**config.mk**
```make
export PLATFORM = sky130hd
export DESIGN_NAME = armCore
export DESIGN_NICKNAME = d
export VERILOG_FILES = /design/src/design/armCorePkg.sv /design/src/design/armCore.sv /design/src/design/executeUnit.sv /design/src/design/reservationStation.sv /design/src/design/reorderBuffer.sv /design/src/design/registerStatusFile.sv /design/src/design/decodeStage.sv
export SDC_FILE = /design/constraint.sdc
export NUM_CORES = 2
export LEC_CHECK = 0
export BUFFER_PORTS_ARGS = -buffer_cell sky130_fd_sc_hd__buf_2
export CORE_ASPECT_RATIO = 1.75
export CORE_UTILIZATION = 40
export DETAILED_ROUTE_END_ITERATION = 12
export GPL_ROUTABILITY_DRIVEN = 0
export PLACE_DENSITY = 0.52
export SLEW_MARGIN = 25
export SYNTH_ARGS = -nofsm -noshare
export SYNTH_HDL_FRONTEND = slang
export SYNTH_HIERARCHICAL = 1
export SYNTH_SLANG_ARGS = --single-unit
```
**constraint.sdc**
```tcl
create_clock -name clk -period 8.5 [get_ports clk]
set_input_delay 1.275 -clock clk [delete_from_list [all_inputs] [get_ports clk]]
set_output_delay 1.275 -clock clk [all_outputs]
set_load 0.005 [all_outputs]
```
**src/design/armCorePkg.sv**
```systemverilog
`default_nettype none

package armCorePkg;

    localparam int dataWidth    = 32;
    localparam int regAddrWidth = 4;
    localparam int robDepth     = 8;
    localparam int robTagWidth  = 3;
    localparam int rsDepth      = 4;
    localparam int rsIdxWidth   = 2;

    // ARM data-processing opcodes
    localparam logic [3:0] opAnd = 4'b0000;
    localparam logic [3:0] opEor = 4'b0001;
    localparam logic [3:0] opSub = 4'b0010;
    localparam logic [3:0] opRsb = 4'b0011;
    localparam logic [3:0] opAdd = 4'b0100;
    localparam logic [3:0] opOrr = 4'b1100;
    localparam logic [3:0] opMov = 4'b1101;
    localparam logic [3:0] opBic = 4'b1110;
    localparam logic [3:0] opMvn = 4'b1111;

    localparam logic [1:0] shLsl = 2'b00;
    localparam logic [1:0] shLsr = 2'b01;
    localparam logic [1:0] shAsr = 2'b10;
    localparam logic [1:0] shRor = 2'b11;

    // Operand 2 is read either as rotated imm8 or as a shifted Rm
    typedef union packed {
        struct packed {
            logic [3:0] cond;
            logic [1:0] cls;
            logic       iBit;
            logic [3:0] opcode;
            logic       sBit;
            logic [3:0] rn;
            logic [3:0] rd;
            logic [3:0] rotate;
            logic [7:0] imm8;
        } immView;
        struct packed {
            logic [3:0] cond;
            logic [1:0] cls;
            logic       iBit;
            logic [3:0] opcode;
            logic       sBit;
            logic [3:0] rn;
            logic [3:0] rd;
            logic [4:0] shamt5;
            logic [1:0] shType;
            logic       regShift;
            logic [3:0] rm;
        } regView;
    } instrWordT;

endpackage

`default_nettype wire
```
**src/design/armCore.sv**
```systemverilog
`timescale 1ns/100ps
`default_nettype none

module armCore import armCorePkg::*; (
    input  logic                    clk,
    input  logic                    arstN,
    output logic [dataWidth-1:0]    pc,
    input  logic [dataWidth-1:0]    instr,
    output logic                    commitValid,
    output logic [regAddrWidth-1:0] commitReg,
    output logic [dataWidth-1:0]    commitData
);

    logic                    stall, issue, issueValid, useImm, needA;
    logic [3:0]              op;
    logic [regAddrWidth-1:0] rn, rm, rd;
    logic [dataWidth-1:0]    imm;
    logic [4:0]              shamt;
    logic [1:0]              shType;

    logic [dataWidth-1:0]    regAValue, regBValue, robAData, robBData;
    logic                    regABusy, regBBusy, robADone, robBDone;
    logic [robTagWidth-1:0]  srcATag, srcBTag, tail, commitTag;
    logic                    robFull, rsFull, cdbAHit, cdbBHit;
    logic                    srcAReady, srcBReady;
    logic [dataWidth-1:0]    srcAValue, srcBValue;

    logic                    cdbValid;
    logic [robTagWidth-1:0]  cdbTag;
    logic [dataWidth-1:0]    cdbData;

    logic                    dispatchValid, dispatchUseImm;
    logic [3:0]              dispatchOp;
    logic [robTagWidth-1:0]  dispatchTag;
    logic [dataWidth-1:0]    dispatchA, dispatchB, dispatchImm;
    logic [4:0]              dispatchShamt;
    logic [1:0]              dispatchShType;

    assign stall = robFull | rsFull;
    assign issue = issueValid & ~stall;

    //////////////////////////////////////////////////////////////////////
    // Operand lookup at issue
    // MOV and MVN ignore Rn
    assign needA   = (op != opMov) && (op != opMvn);
    assign cdbAHit = cdbValid && (cdbTag == srcATag);
    assign cdbBHit = cdbValid && (cdbTag == srcBTag);

    assign srcAReady = !needA || !regABusy || robADone || cdbAHit;
    assign srcBReady = useImm || !regBBusy || robBDone || cdbBHit;
    assign srcAValue = !regABusy ? regAValue : (robADone ? robAData : cdbData);
    assign srcBValue = !regBBusy ? regBValue : (robBDone ? robBData : cdbData);

    decodeStage decode (
        .clk(clk), .arstN(arstN), .stall(stall), .pc(pc), .instr(instr),
        .issueValid(issueValid), .op(op), .rn(rn), .rm(rm), .rd(rd),
        .useImm(useImm), .imm(imm), .shamt(shamt), .shType(shType)
    );

    registerStatusFile regStatus (
        .clk(clk), .arstN(arstN), .rn(rn), .rm(rm),
        .srcAValue(regAValue), .srcABusy(regABusy), .srcATag(srcATag),
        .srcBValue(regBValue), .srcBBusy(regBBusy), .srcBTag(srcBTag),
        .issue(issue), .rd(rd), .issueTag(tail),
        .commitValid(commitValid), .commitReg(commitReg),
        .commitData(commitData), .commitTag(commitTag)
    );

    reorderBuffer rob (
        .clk(clk), .arstN(arstN), .issue(issue), .issueReg(rd),
        .tail(tail), .full(robFull),
        .queryATag(srcATag), .queryADone(robADone), .queryAData(robAData),
        .queryBTag(srcBTag), .queryBDone(robBDone), .queryBData(robBData),
        .cdbValid(cdbValid), .cdbTag(cdbTag), .cdbData(cdbData),
        .commitValid(commitValid), .commitReg(commitReg),
        .commitData(commitData), .commitTag(commitTag)
    );

    reservationStation station (
        .clk(clk), .arstN(arstN), .issue(issue), .op(op), .robTag(tail),
        .srcAReady(srcAReady), .srcAValue(srcAValue), .srcATag(srcATag),
        .srcBReady(srcBReady), .srcBValue(srcBValue), .srcBTag(srcBTag),
        .useImm(useImm), .imm(imm), .shamt(shamt), .shType(shType),
        .full(rsFull), .cdbValid(cdbValid), .cdbTag(cdbTag), .cdbData(cdbData),
        .dispatchValid(dispatchValid), .dispatchOp(dispatchOp),
        .dispatchTag(dispatchTag), .dispatchA(dispatchA), .dispatchB(dispatchB),
        .dispatchUseImm(dispatchUseImm), .dispatchImm(dispatchImm),
        .dispatchShamt(dispatchShamt), .dispatchShType(dispatchShType)
    );

    executeUnit execute (
        .clk(clk), .arstN(arstN), .dispatchValid(dispatchValid),
        .dispatchOp(dispatchOp), .dispatchTag(dispatchTag),
        .dispatchA(dispatchA), .dispatchB(dispatchB),
        .dispatchUseImm(dispatchUseImm), .dispatchImm(dispatchImm),
        .dispatchShamt(dispatchShamt), .dispatchShType(dispatchShType),
        .cdbValid(cdbValid), .cdbTag(cdbTag), .cdbData(cdbData)
    );

endmodule

`default_nettype wire

```
**src/design/executeUnit.sv**
```systemverilog
`timescale 1ns/100ps
`default_nettype none

module executeUnit import armCorePkg::*; (
    input  logic                   clk,
    input  logic                   arstN,
    input  logic                   dispatchValid,
    input  logic [3:0]             dispatchOp,
    input  logic [robTagWidth-1:0] dispatchTag,
    input  logic [dataWidth-1:0]   dispatchA,
    input  logic [dataWidth-1:0]   dispatchB,
    input  logic                   dispatchUseImm,
    input  logic [dataWidth-1:0]   dispatchImm,
    input  logic [4:0]             dispatchShamt,
    input  logic [1:0]             dispatchShType,
    output logic                   cdbValid,
    output logic [robTagWidth-1:0] cdbTag,
    output logic [dataWidth-1:0]   cdbData
);

    logic                   exValid;
    logic [3:0]             exOp;
    logic [robTagWidth-1:0] exTag;
    logic [dataWidth-1:0]   exA, exB, exImm;
    logic                   exUseImm;
    logic [4:0]             exShamt;
    logic [1:0]             exShType;
    logic [dataWidth-1:0]   shOut, op2, aluOut;
    logic [2*dataWidth-1:0] rorPair;

    always_ff @(posedge clk or negedge arstN) begin
        if (!arstN) begin
            exValid  <= 1'b0;
            cdbValid <= 1'b0;
        end else begin
            exValid  <= dispatchValid;
            cdbValid <= exValid;
        end
    end

    always_ff @(posedge clk) begin
        exOp     <= dispatchOp;
        exTag    <= dispatchTag;
        exA      <= dispatchA;
        exB      <= dispatchB;
        exUseImm <= dispatchUseImm;
        exImm    <= dispatchImm;
        exShamt  <= dispatchShamt;
        exShType <= dispatchShType;
        cdbTag   <= exTag;
        cdbData  <= aluOut;
    end

    //////////////////////////////////////////////////////////////////////
    // Shifter
    // LSR and ASR by 0 encode a shift by 32
    assign rorPair = {exB, exB} >> exShamt;

    always_comb begin
        case (exShType)
            shLsl:   shOut = exB << exShamt;
            shLsr:   shOut = (exShamt == '0) ? '0 : exB >> exShamt;
            shAsr: begin
                if (exShamt == '0) begin
                    shOut = {dataWidth{exB[dataWidth-1]}};
                end else begin
                    shOut = $signed(exB) >>> exShamt;
                end
            end
            default: shOut = rorPair[dataWidth-1:0];
        endcase
    end

    assign op2 = exUseImm ? exImm : shOut;

    //////////////////////////////////////////////////////////////////////
    // ALU
    always_comb begin
        case (exOp)
            opAnd:   aluOut = exA & op2;
            opEor:   aluOut = exA ^ op2;
            opSub:   aluOut = exA - op2;
            opRsb:   aluOut = op2 - exA;
            opAdd:   aluOut = exA + op2;
            opOrr:   aluOut = exA | op2;
            opBic:   aluOut = exA & ~op2;
            opMvn:   aluOut = ~op2;
            default: aluOut = op2;
        endcase
    end

endmodule

`default_nettype wire

```
**src/design/reservationStation.sv**
```systemverilog
`timescale 1ns/100ps
`default_nettype none

module reservationStation import armCorePkg::*; (
    input  logic                   clk,
    input  logic                   arstN,
    input  logic                   issue,
    input  logic [3:0]             op,
    input  logic [robTagWidth-1:0] robTag,
    input  logic                   srcAReady,
    input  logic [dataWidth-1:0]   srcAValue,
    input  logic [robTagWidth-1:0] srcATag,
    input  logic                   srcBReady,
    input  logic [dataWidth-1:0]   srcBValue,
    input  logic [robTagWidth-1:0] srcBTag,
    input  logic                   useImm,
    input  logic [dataWidth-1:0]   imm,
    input  logic [4:0]             shamt,
    input  logic [1:0]             shType,
    output logic                   full,
    input  logic                   cdbValid,
    input  logic [robTagWidth-1:0] cdbTag,
    input  logic [dataWidth-1:0]   cdbData,
    output logic                   dispatchValid,
    output logic [3:0]             dispatchOp,
    output logic [robTagWidth-1:0] dispatchTag,
    output logic [dataWidth-1:0]   dispatchA,
    output logic [dataWidth-1:0]   dispatchB,
    output logic                   dispatchUseImm,
    output logic [dataWidth-1:0]   dispatchImm,
    output logic [4:0]             dispatchShamt,
    output logic [1:0]             dispatchShType
);

    logic [rsDepth-1:0]     busy, aReady, bReady, ready, isOldest;
    // olderThan[i][j] set when entry j entered before entry i
    logic [rsDepth-1:0]     olderThan [rsDepth];
    logic [3:0]             eOp     [rsDepth];
    logic [robTagWidth-1:0] eTag    [rsDepth];
    logic [robTagWidth-1:0] aTag    [rsDepth];
    logic [robTagWidth-1:0] bTag    [rsDepth];
    logic [dataWidth-1:0]   aVal    [rsDepth];
    logic [dataWidth-1:0]   bVal    [rsDepth];
    logic [dataWidth-1:0]   eImm    [rsDepth];
    logic                   eUseImm [rsDepth];
    logic [4:0]             eShamt  [rsDepth];
    logic [1:0]             eShType [rsDepth];
    logic [rsIdxWidth-1:0]  freeSlot, pick;

    assign full  = &busy;
    assign ready = busy & aReady & bReady;

    always_comb begin
        freeSlot = '0;
        pick     = '0;
        for (int i = rsDepth - 1; i >= 0; i--) begin
            isOldest[i] = ready[i] && !(|(ready & olderThan[i]));
            if (!busy[i]) freeSlot = rsIdxWidth'(i);
            if (isOldest[i]) pick = rsIdxWidth'(i);
        end
    end

    assign dispatchValid  = |ready;
    assign dispatchOp     = eOp[pick];
    assign dispatchTag    = eTag[pick];
    assign dispatchA      = aVal[pick];
    assign dispatchB      = bVal[pick];
    assign dispatchUseImm = eUseImm[pick];
    assign dispatchImm    = eImm[pick];
    assign dispatchShamt  = eShamt[pick];
    assign dispatchShType = eShType[pick];

    always_ff @(posedge clk or negedge arstN) begin
        if (!arstN) begin
            busy      <= '0;
            aReady    <= '0;
            bReady    <= '0;
            olderThan <= '{default: '0};
        end else begin
            for (int i = 0; i < rsDepth; i++) begin
                if (cdbValid && aTag[i] == cdbTag) aReady[i] <= 1'b1;
                if (cdbValid && bTag[i] == cdbTag) bReady[i] <= 1'b1;
                if (issue) olderThan[i][freeSlot] <= 1'b0;
            end
            if (dispatchValid) begin
                busy[pick] <= 1'b0;
            end
            if (issue) begin
                busy[freeSlot]      <= 1'b1;
                aReady[freeSlot]    <= srcAReady;
                bReady[freeSlot]    <= srcBReady;
                olderThan[freeSlot] <= busy;
            end
        end
    end

    always_ff @(posedge clk) begin
        for (int i = 0; i < rsDepth; i++) begin
            if (cdbValid && !aReady[i] && aTag[i] == cdbTag) aVal[i] <= cdbData;
            if (cdbValid && !bReady[i] && bTag[i] == cdbTag) bVal[i] <= cdbData;
        end
        if (issue) begin
            eOp[freeSlot]     <= op;
            eTag[freeSlot]    <= robTag;
            aVal[freeSlot]    <= srcAValue;
            aTag[freeSlot]    <= srcATag;
            bVal[freeSlot]    <= srcBValue;
            bTag[freeSlot]    <= srcBTag;
            eUseImm[freeSlot] <= useImm;
            eImm[freeSlot]    <= imm;
            eShamt[freeSlot]  <= shamt;
            eShType[freeSlot] <= shType;
        end
    end

    noIssueWhenFull: assert property (@(posedge clk) disable iff (!arstN)
        issue |-> !full);

endmodule

`default_nettype wire

```
**src/design/reorderBuffer.sv**
```systemverilog
`timescale 1ns/100ps
`default_nettype none

module reorderBuffer import armCorePkg::*; (
    input  logic                    clk,
    input  logic                    arstN,
    input  logic                    issue,
    input  logic [regAddrWidth-1:0] issueReg,
    output logic [robTagWidth-1:0]  tail,
    output logic                    full,
    input  logic [robTagWidth-1:0]  queryATag,
    output logic                    queryADone,
    output logic [dataWidth-1:0]    queryAData,
    input  logic [robTagWidth-1:0]  queryBTag,
    output logic                    queryBDone,
    output logic [dataWidth-1:0]    queryBData,
    input  logic                    cdbValid,
    input  logic [robTagWidth-1:0]  cdbTag,
    input  logic [dataWidth-1:0]    cdbData,
    output logic                    commitValid,
    output logic [regAddrWidth-1:0] commitReg,
    output logic [dataWidth-1:0]    commitData,
    output logic [robTagWidth-1:0]  commitTag
);

    logic [regAddrWidth-1:0] entryReg  [robDepth];
    logic [dataWidth-1:0]    entryData [robDepth];
    logic [robDepth-1:0]     entryDone;
    logic [robTagWidth-1:0]  head;
    logic [robTagWidth:0]    count;

    assign full = (count == (robTagWidth+1)'(robDepth));

    assign queryADone = entryDone[queryATag];
    assign queryAData = entryData[queryATag];
    assign queryBDone = entryDone[queryBTag];
    assign queryBData = entryData[queryBTag];

    // Retire the head once its result is back
    assign commitValid = (count != '0) && entryDone[head];
    assign commitReg   = entryReg[head];
    assign commitData  = entryData[head];
    assign commitTag   = head;

    always_ff @(posedge clk or negedge arstN) begin
        if (!arstN) begin
            head      <= '0;
            tail      <= '0;
            count     <= '0;
            entryDone <= '0;
        end else begin
            if (issue) begin
                entryDone[tail] <= 1'b0;
                tail            <= tail + 1'b1;
            end
            if (cdbValid) begin
                entryDone[cdbTag] <= 1'b1;
            end
            if (commitValid) begin
                head <= head + 1'b1;
            end
            count <= count + {{robTagWidth{1'b0}}, issue} - {{robTagWidth{1'b0}}, commitValid};
        end
    end

    always_ff @(posedge clk) begin
        if (issue) begin
            entryReg[tail] <= issueReg;
        end
        if (cdbValid) begin
            entryData[cdbTag] <= cdbData;
        end
    end

    noIssueWhenFull: assert property (@(posedge clk) disable iff (!arstN)
        issue |-> !full);

    cdbTagInFlight: assert property (@(posedge clk) disable iff (!arstN)
        cdbValid |-> ({1'b0, robTagWidth'(cdbTag - head)} < count));

endmodule

`default_nettype wire

```
**src/design/registerStatusFile.sv**
```systemverilog
`timescale 1ns/100ps
`default_nettype none

module registerStatusFile import armCorePkg::*; (
    input  logic                    clk,
    input  logic                    arstN,
    input  logic [regAddrWidth-1:0] rn,
    input  logic [regAddrWidth-1:0] rm,
    output logic [dataWidth-1:0]    srcAValue,
    output logic                    srcABusy,
    output logic [robTagWidth-1:0]  srcATag,
    output logic [dataWidth-1:0]    srcBValue,
    output logic                    srcBBusy,
    output logic [robTagWidth-1:0]  srcBTag,
    input  logic                    issue,
    input  logic [regAddrWidth-1:0] rd,
    input  logic [robTagWidth-1:0]  issueTag,
    input  logic                    commitValid,
    input  logic [regAddrWidth-1:0] commitReg,
    input  logic [dataWidth-1:0]    commitData,
    input  logic [robTagWidth-1:0]  commitTag
);

    logic [dataWidth-1:0]   regs [16];
    logic [robTagWidth-1:0] tags [16];
    logic [15:0]            busy;

    assign srcAValue = regs[rn];
    assign srcABusy  = busy[rn];
    assign srcATag   = tags[rn];
    assign srcBValue = regs[rm];
    assign srcBBusy  = busy[rm];
    assign srcBTag   = tags[rm];

    always_ff @(posedge clk or negedge arstN) begin
        if (!arstN) begin
            regs <= '{default: '0};
            tags <= '{default: '0};
            busy <= '0;
        end else begin
            if (commitValid) begin
                regs[commitReg] <= commitData;
                // Only the latest writer frees the register
                if (tags[commitReg] == commitTag) begin
                    busy[commitReg] <= 1'b0;
                end
            end
            if (issue) begin
                busy[rd] <= 1'b1;
                tags[rd] <= issueTag;
            end
        end
    end

    commitOnBusyReg: assert property (@(posedge clk) disable iff (!arstN)
        commitValid |-> busy[commitReg]);

endmodule

`default_nettype wire

```
**src/design/decodeStage.sv**
```systemverilog
`timescale 1ns/100ps
`default_nettype none

module decodeStage import armCorePkg::*; (
    input  logic                    clk,
    input  logic                    arstN,
    input  logic                    stall,
    output logic [dataWidth-1:0]    pc,
    input  logic [dataWidth-1:0]    instr,
    output logic                    issueValid,
    output logic [3:0]              op,
    output logic [regAddrWidth-1:0] rn,
    output logic [regAddrWidth-1:0] rm,
    output logic [regAddrWidth-1:0] rd,
    output logic                    useImm,
    output logic [dataWidth-1:0]    imm,
    output logic [4:0]              shamt,
    output logic [1:0]              shType
);

    instrWordT instrD;
    logic      validD;
    logic      opSupported;
    logic [2*dataWidth-1:0] immPair;

    always_ff @(posedge clk or negedge arstN) begin
        if (!arstN) begin
            pc     <= '0;
            validD <= 1'b0;
        end else if (!stall) begin
            pc     <= pc + 32'd4;
            validD <= 1'b1;
        end
    end

    always_ff @(posedge clk) begin
        if (!stall) begin
            instrD <= instr;
        end
    end

    assign opSupported = instrD.immView.opcode inside
        {opAnd, opEor, opSub, opRsb, opAdd, opOrr, opMov, opBic, opMvn};

    // Only class 00 words issue; register-specified shifts are not handled
    assign issueValid = validD && (instrD.immView.cls == 2'b00) && opSupported
                        && (instrD.immView.iBit || !instrD.regView.regShift);

    assign op     = instrD.immView.opcode;
    assign rn     = instrD.immView.rn;
    assign rd     = instrD.immView.rd;
    assign useImm = instrD.immView.iBit;
    assign rm     = instrD.regView.rm;
    assign shamt  = instrD.regView.shamt5;
    assign shType = instrD.regView.shType;

    // imm8 rotated right by twice the rotate field
    assign immPair = {2{24'd0, instrD.immView.imm8}} >> {instrD.immView.rotate, 1'b0};
    assign imm     = immPair[dataWidth-1:0];

endmodule

`default_nettype wire

```
==> impl_metrics.toml <==
[power_and_ir_drop]
leakagePower_nw = 38.28
ir_worst_vdd_mv = 0.2241
power_density_nw_per_um2 = 476.9

[floorplanning]
rows = 229
die_x_um = 359.1
dieArea_um2 = 225100
start_util_pct = 40.19
pin_count = 103
dieHeight_um = 626.8
core_area_um2 = 222100

[clock_network]
clockBufferDepth = 4
path_clk_slew_ns = 0.07
htree_levels = 4
clkSinkCount = 1584
clock_latency_ns = 0.83
cts_resized = 0
post-cts-setup-buffers = 0
ctsHoldBuffers = 0
cts_root_buffer = "clkbuf_16"
cts_made_buffers = 158
cts_tree = "yes"

[min_path]
hold_start = "execute/exTag[1]"
whs_path_depth = 0
min_path_type = "reg2reg"

[timing]
period_share_pct = 89.00
skew_ns = 0.06669
slew_headroom_pct = 19.64
finalSetupTns_ns = 0
tightestPinTransition_ns = 1.198
fin_crit_ns = 7.565
slew_viol_final = 0
fmax_mhz = 132.2
setup_ws_ns = 0.9348
setup_viol = 0
finalHoldViolations = 0
grt_setup_unrepaired = "no"

[route]
drtIter0Drc = 5939
wl_per_cell_um = 30.38
dr.pass1.iters = 10
ant_nets = 0
via_count = 62070
drc = 0
drt-total-wl_mm = 303.0
viasPerCell = 6.225

[grt]
antenna_found_initial = 3
grt_busiest_layer = "met2"
grt_util_met3_pct = 3.508
grt_pass1_vias = 63930
met1_usage_pct = 30.68
grt_pass1_wl_mm = 443.1
grt_use_total_pct = 26.71
grt-ovfl-total = 0
use_met2_pct = 47.63
grt_max_degree = 166

[place]
dp_slack_ns = 1.209
dp_hpwl_mm = 191.8
portBuffers = 95
dpl_cell_area_um2 = 92330

[setup_path]
startpoint_type = "register"
end_kind = "register"
crit_type = "reg2reg"
cp.depth = 25
r2r_cells = 25
crit_buf_inv = 4
startpoint = "execute/exShamt[0]"
critPathMaxFanout = 50
worst_path_max_delay_cell = "dfxtp_4"
path_delay_family = "compound AO/OA/AOI/OAI gates"
reg2reg_from = "execute/exShamt[0]"
cp.required_ns = 9.25
worstPathArrival_ns = 8.32
slowest_delay_ns = 0.85

[final_layout]
n_fill_cell = 20310
utilization_pct = 43.95
drive_gt1_share_pct = 27.57
syn_to_final_growth_pct = 9.354
fin_area_um2 = 97590
fin_nets = 7112

[run_status]
status = "complete, no violations"

[yosys]
synth_enable_flop_cells = 783
ys.flop_type = "edfxtp_1"
synth-seq-cells = 1584
synth_area_um2 = 89240
synthCells = 7125
yosysWarnings = 6
async_reset_ff_share_pct = 41.35
syn_area_per_cell_um2 = 12.53
synth.distinct_cells = 103
yosysSeqAreaShare_pct = 47.99

[run]
maxCapViolations = 0
[cells by family (layout without fill, tap and decap cells)]
kind of cell	count (synthesis)	count (layout)	synth area share [%]
AND/OR/NAND/NOR	1642	1642	7.952
flip-flops	1584	1584	47.99
multiplexers	1493	1493	26.96
buffers and inverters	1091	1048	5.251
AO/OA/AOI/OAI	1047	1047	8.719
XOR/XNOR	154	154	1.511
adder cells (fa/ha/maj)	113	113	1.610
other	1	3	0.004202
[metal layers]
metal / vias to the layer above / part of all wire (%)
li1: 26590 / -
met1: 32170 / 36
met2: 2478 / 51
met3: 830 / 5.7
met4: 2 / 6.6
met5: - / 0.0056
[metrics by stage]
step / instances / power (mW) / hold WS (ns)
3_3_place_gp: 9682 / 38.46 / 0.3163
5_1_grt: 9971 / 48.86 / 0.3471
4_1_cts: 9968 / 46.21 / 0.3459
3_5_place_dp: 9690 / 38.89 / 0.3178
2_1_floorplan: 7126 / 30.14 / 0.3096
6_report: 9971 / 46.54 / 0.3447
[placed cells by master (no fill, tap or decap), types with 15 or more instances in the layout]
cell | synthesis | layout
o211ai_1 | 31 | 31
nor2_1 | 287 | 270
a21oi_1 | 225 | 224
mux4_2 | 663 | 657
xor2_1 | 34 | 34
a211oi_1 | 16 | 15
inv_1 | 468 | 463
o221ai_1 | 21 | 21
nand3_1 | 60 | 58
mux2i_1 | 175 | 174
clkbuf_16 | 0 | 168
o41ai_1 | 115 | 115
a221oi_1 | 30 | 30
nor3_1 | 36 | 33
and3_1 | 17 | 16
buf_2 | 100 | 103
and2_1 | 20 | 20
a21o_1 | 23 | 23
a22oi_1 | 18 | 18
or3_1 | 17 | 15
ha_1 | 110 | 110
mux2_2 | 652 | 652
clkinv_2 | 0 | 27
nand2_1 | 1022 | 1017
o22ai_1 | 23 | 23
nand2b_1 | 26 | 25
dfxtp_1 | 146 | 142
clkbuf_1 | 369 | 35
xnor2_1 | 120 | 120
dfrtp_1 | 655 | 652
buf_4 | 32 | 183
nor2_4 | 0 | 15
o21ai_0 | 126 | 118
clkinv_1 | 4 | 15
a31oi_1 | 34 | 32
o32ai_1 | 118 | 118
a222oi_1 | 111 | 111
edfxtp_1 | 783 | 783
nor2b_1 | 29 | 29
nand4_1 | 41 | 41
[worst register-to-register path, stage by stage (launching register included)]
cell,delay [ns]
dfxtp_4,0.85
buf_4,0.42
mux4_2,0.63
mux2i_1,0.23
nor3_1,0.07
o31ai_1,0.44
a41oi_1,0.25
inv_1,0.28
ha_1,0.28
o21ai_0,0.23
nor3_4,0.32
a21oi_1,0.20
xnor2_1,0.17
ha_1,0.41
o2111ai_1,0.28
a21o_1,0.28
a31oi_1,0.56
a221o_1,0.36
a31oi_1,0.11
buf_4,0.17
o21ai_0,0.29
buf_4,0.18
a31oi_1,0.10
xnor2_1,0.15
nand2_1,0.07
a22oi_1,0.16
[synthesized netlist by cell type (all sizes together), types with 8 or more instances]
library cell  count  area, um^2
mux2i           175        1752
nand2          1022        3836
xnor2           120        1051
nand3b           14       117.6
nor2b            29       181.4
o21ai           132       664.4
and3             18       117.6
a21oi           225        1126
a21o             23       172.7
o22ai            24       163.9
a222oi          111        1111
nor3b            12       95.09
o221ai           22       198.9
o21bai           13       97.59
nor3             38       206.5
o32ai           119        1050
a31oi            34       212.7
nor4             13       111.4
edfxtp          783       23510
o2bb2ai           8       70.07
a221o             9       90.09
mux2            655        7380
clkbuf          369        1385
nand2b           26       162.7
nand3            61       310.3
xor2             34       297.8
nor2            287        1077
nand4            43       290.3
a22o             10       87.58
buf             246        1514
and2             20       125.1
or2              10       62.56
ha              110        1376
a22oi            18       135.1
o211ai           31       232.7
mux4            663       14930
or3              18       117.6
a221oi           31       277.8
inv             472        1772
o31ai            15       122.6
dfxtp           146        2923
o41ai           115        1007
o22a             10       87.58
dfrtp           655       16390
a211oi           19       172.7
[registers in the layout, indices dropped and copies added, names as in the netlist, 5 cells and up]
register,cells
station/aTag,12
station/eShType,8
execute/cdbData,32
rob/entryDone,8
regStatus/tags,48
station/aVal,128
regStatus/busy,16
execute/exImm,32
decode/pc,30
rob/entryReg,32
station/eOp,16
execute/exB,32
station/eTag,12
rob/entryData,256
execute/exShamt,5
station/bVal,128
station/eShamt,20
decode/instrD,27
regStatus/regs,512
execute/exA,32
station/eImm,128
station/bTag,12
station/olderThan,16
[power by group]
| group | internal, mW | switching, mW | total (mW) |
|---|---|---|---|
| clock | 4.15 | 3.05 | 7.21 |
| sequential | 10.8 | 2.69 | 13.5 |
| combinational | 10.6 | 15.3 | 25.9 |
| total | 25.5 | 21.1 | 46.5 |
[layout make-up]
class                   instances  area, um^2  area share (%)
repair buffers                294        2052           2.103
clock buffers                 217        4528           4.640
flip-flops and latches       1584       42850           43.91
multi-input cells            4451       42080           43.12
well taps                    2887        3612           3.701
diodes                          1       2.502        0.002564
inverters                     476        1797           1.841
clock inverters                61       668.1          0.6846
[worst paths after layout]
kind / slack, ns / endpoint
setup / recovery: 0.93 / execute/cdbData[29]
hold / removal: 0.34 / execute/cdbTag[1]
setup reg to reg: 0.93 / execute/cdbData[29]
hold reg to reg: 0.34 / execute/cdbTag[1]
max in group asynchronous: 6.05 / regStatus/regs[446]
min in group asynchronous: 0.44 / regStatus/regs[392]
No activity file was read; power rests on OpenSTA's default activity.
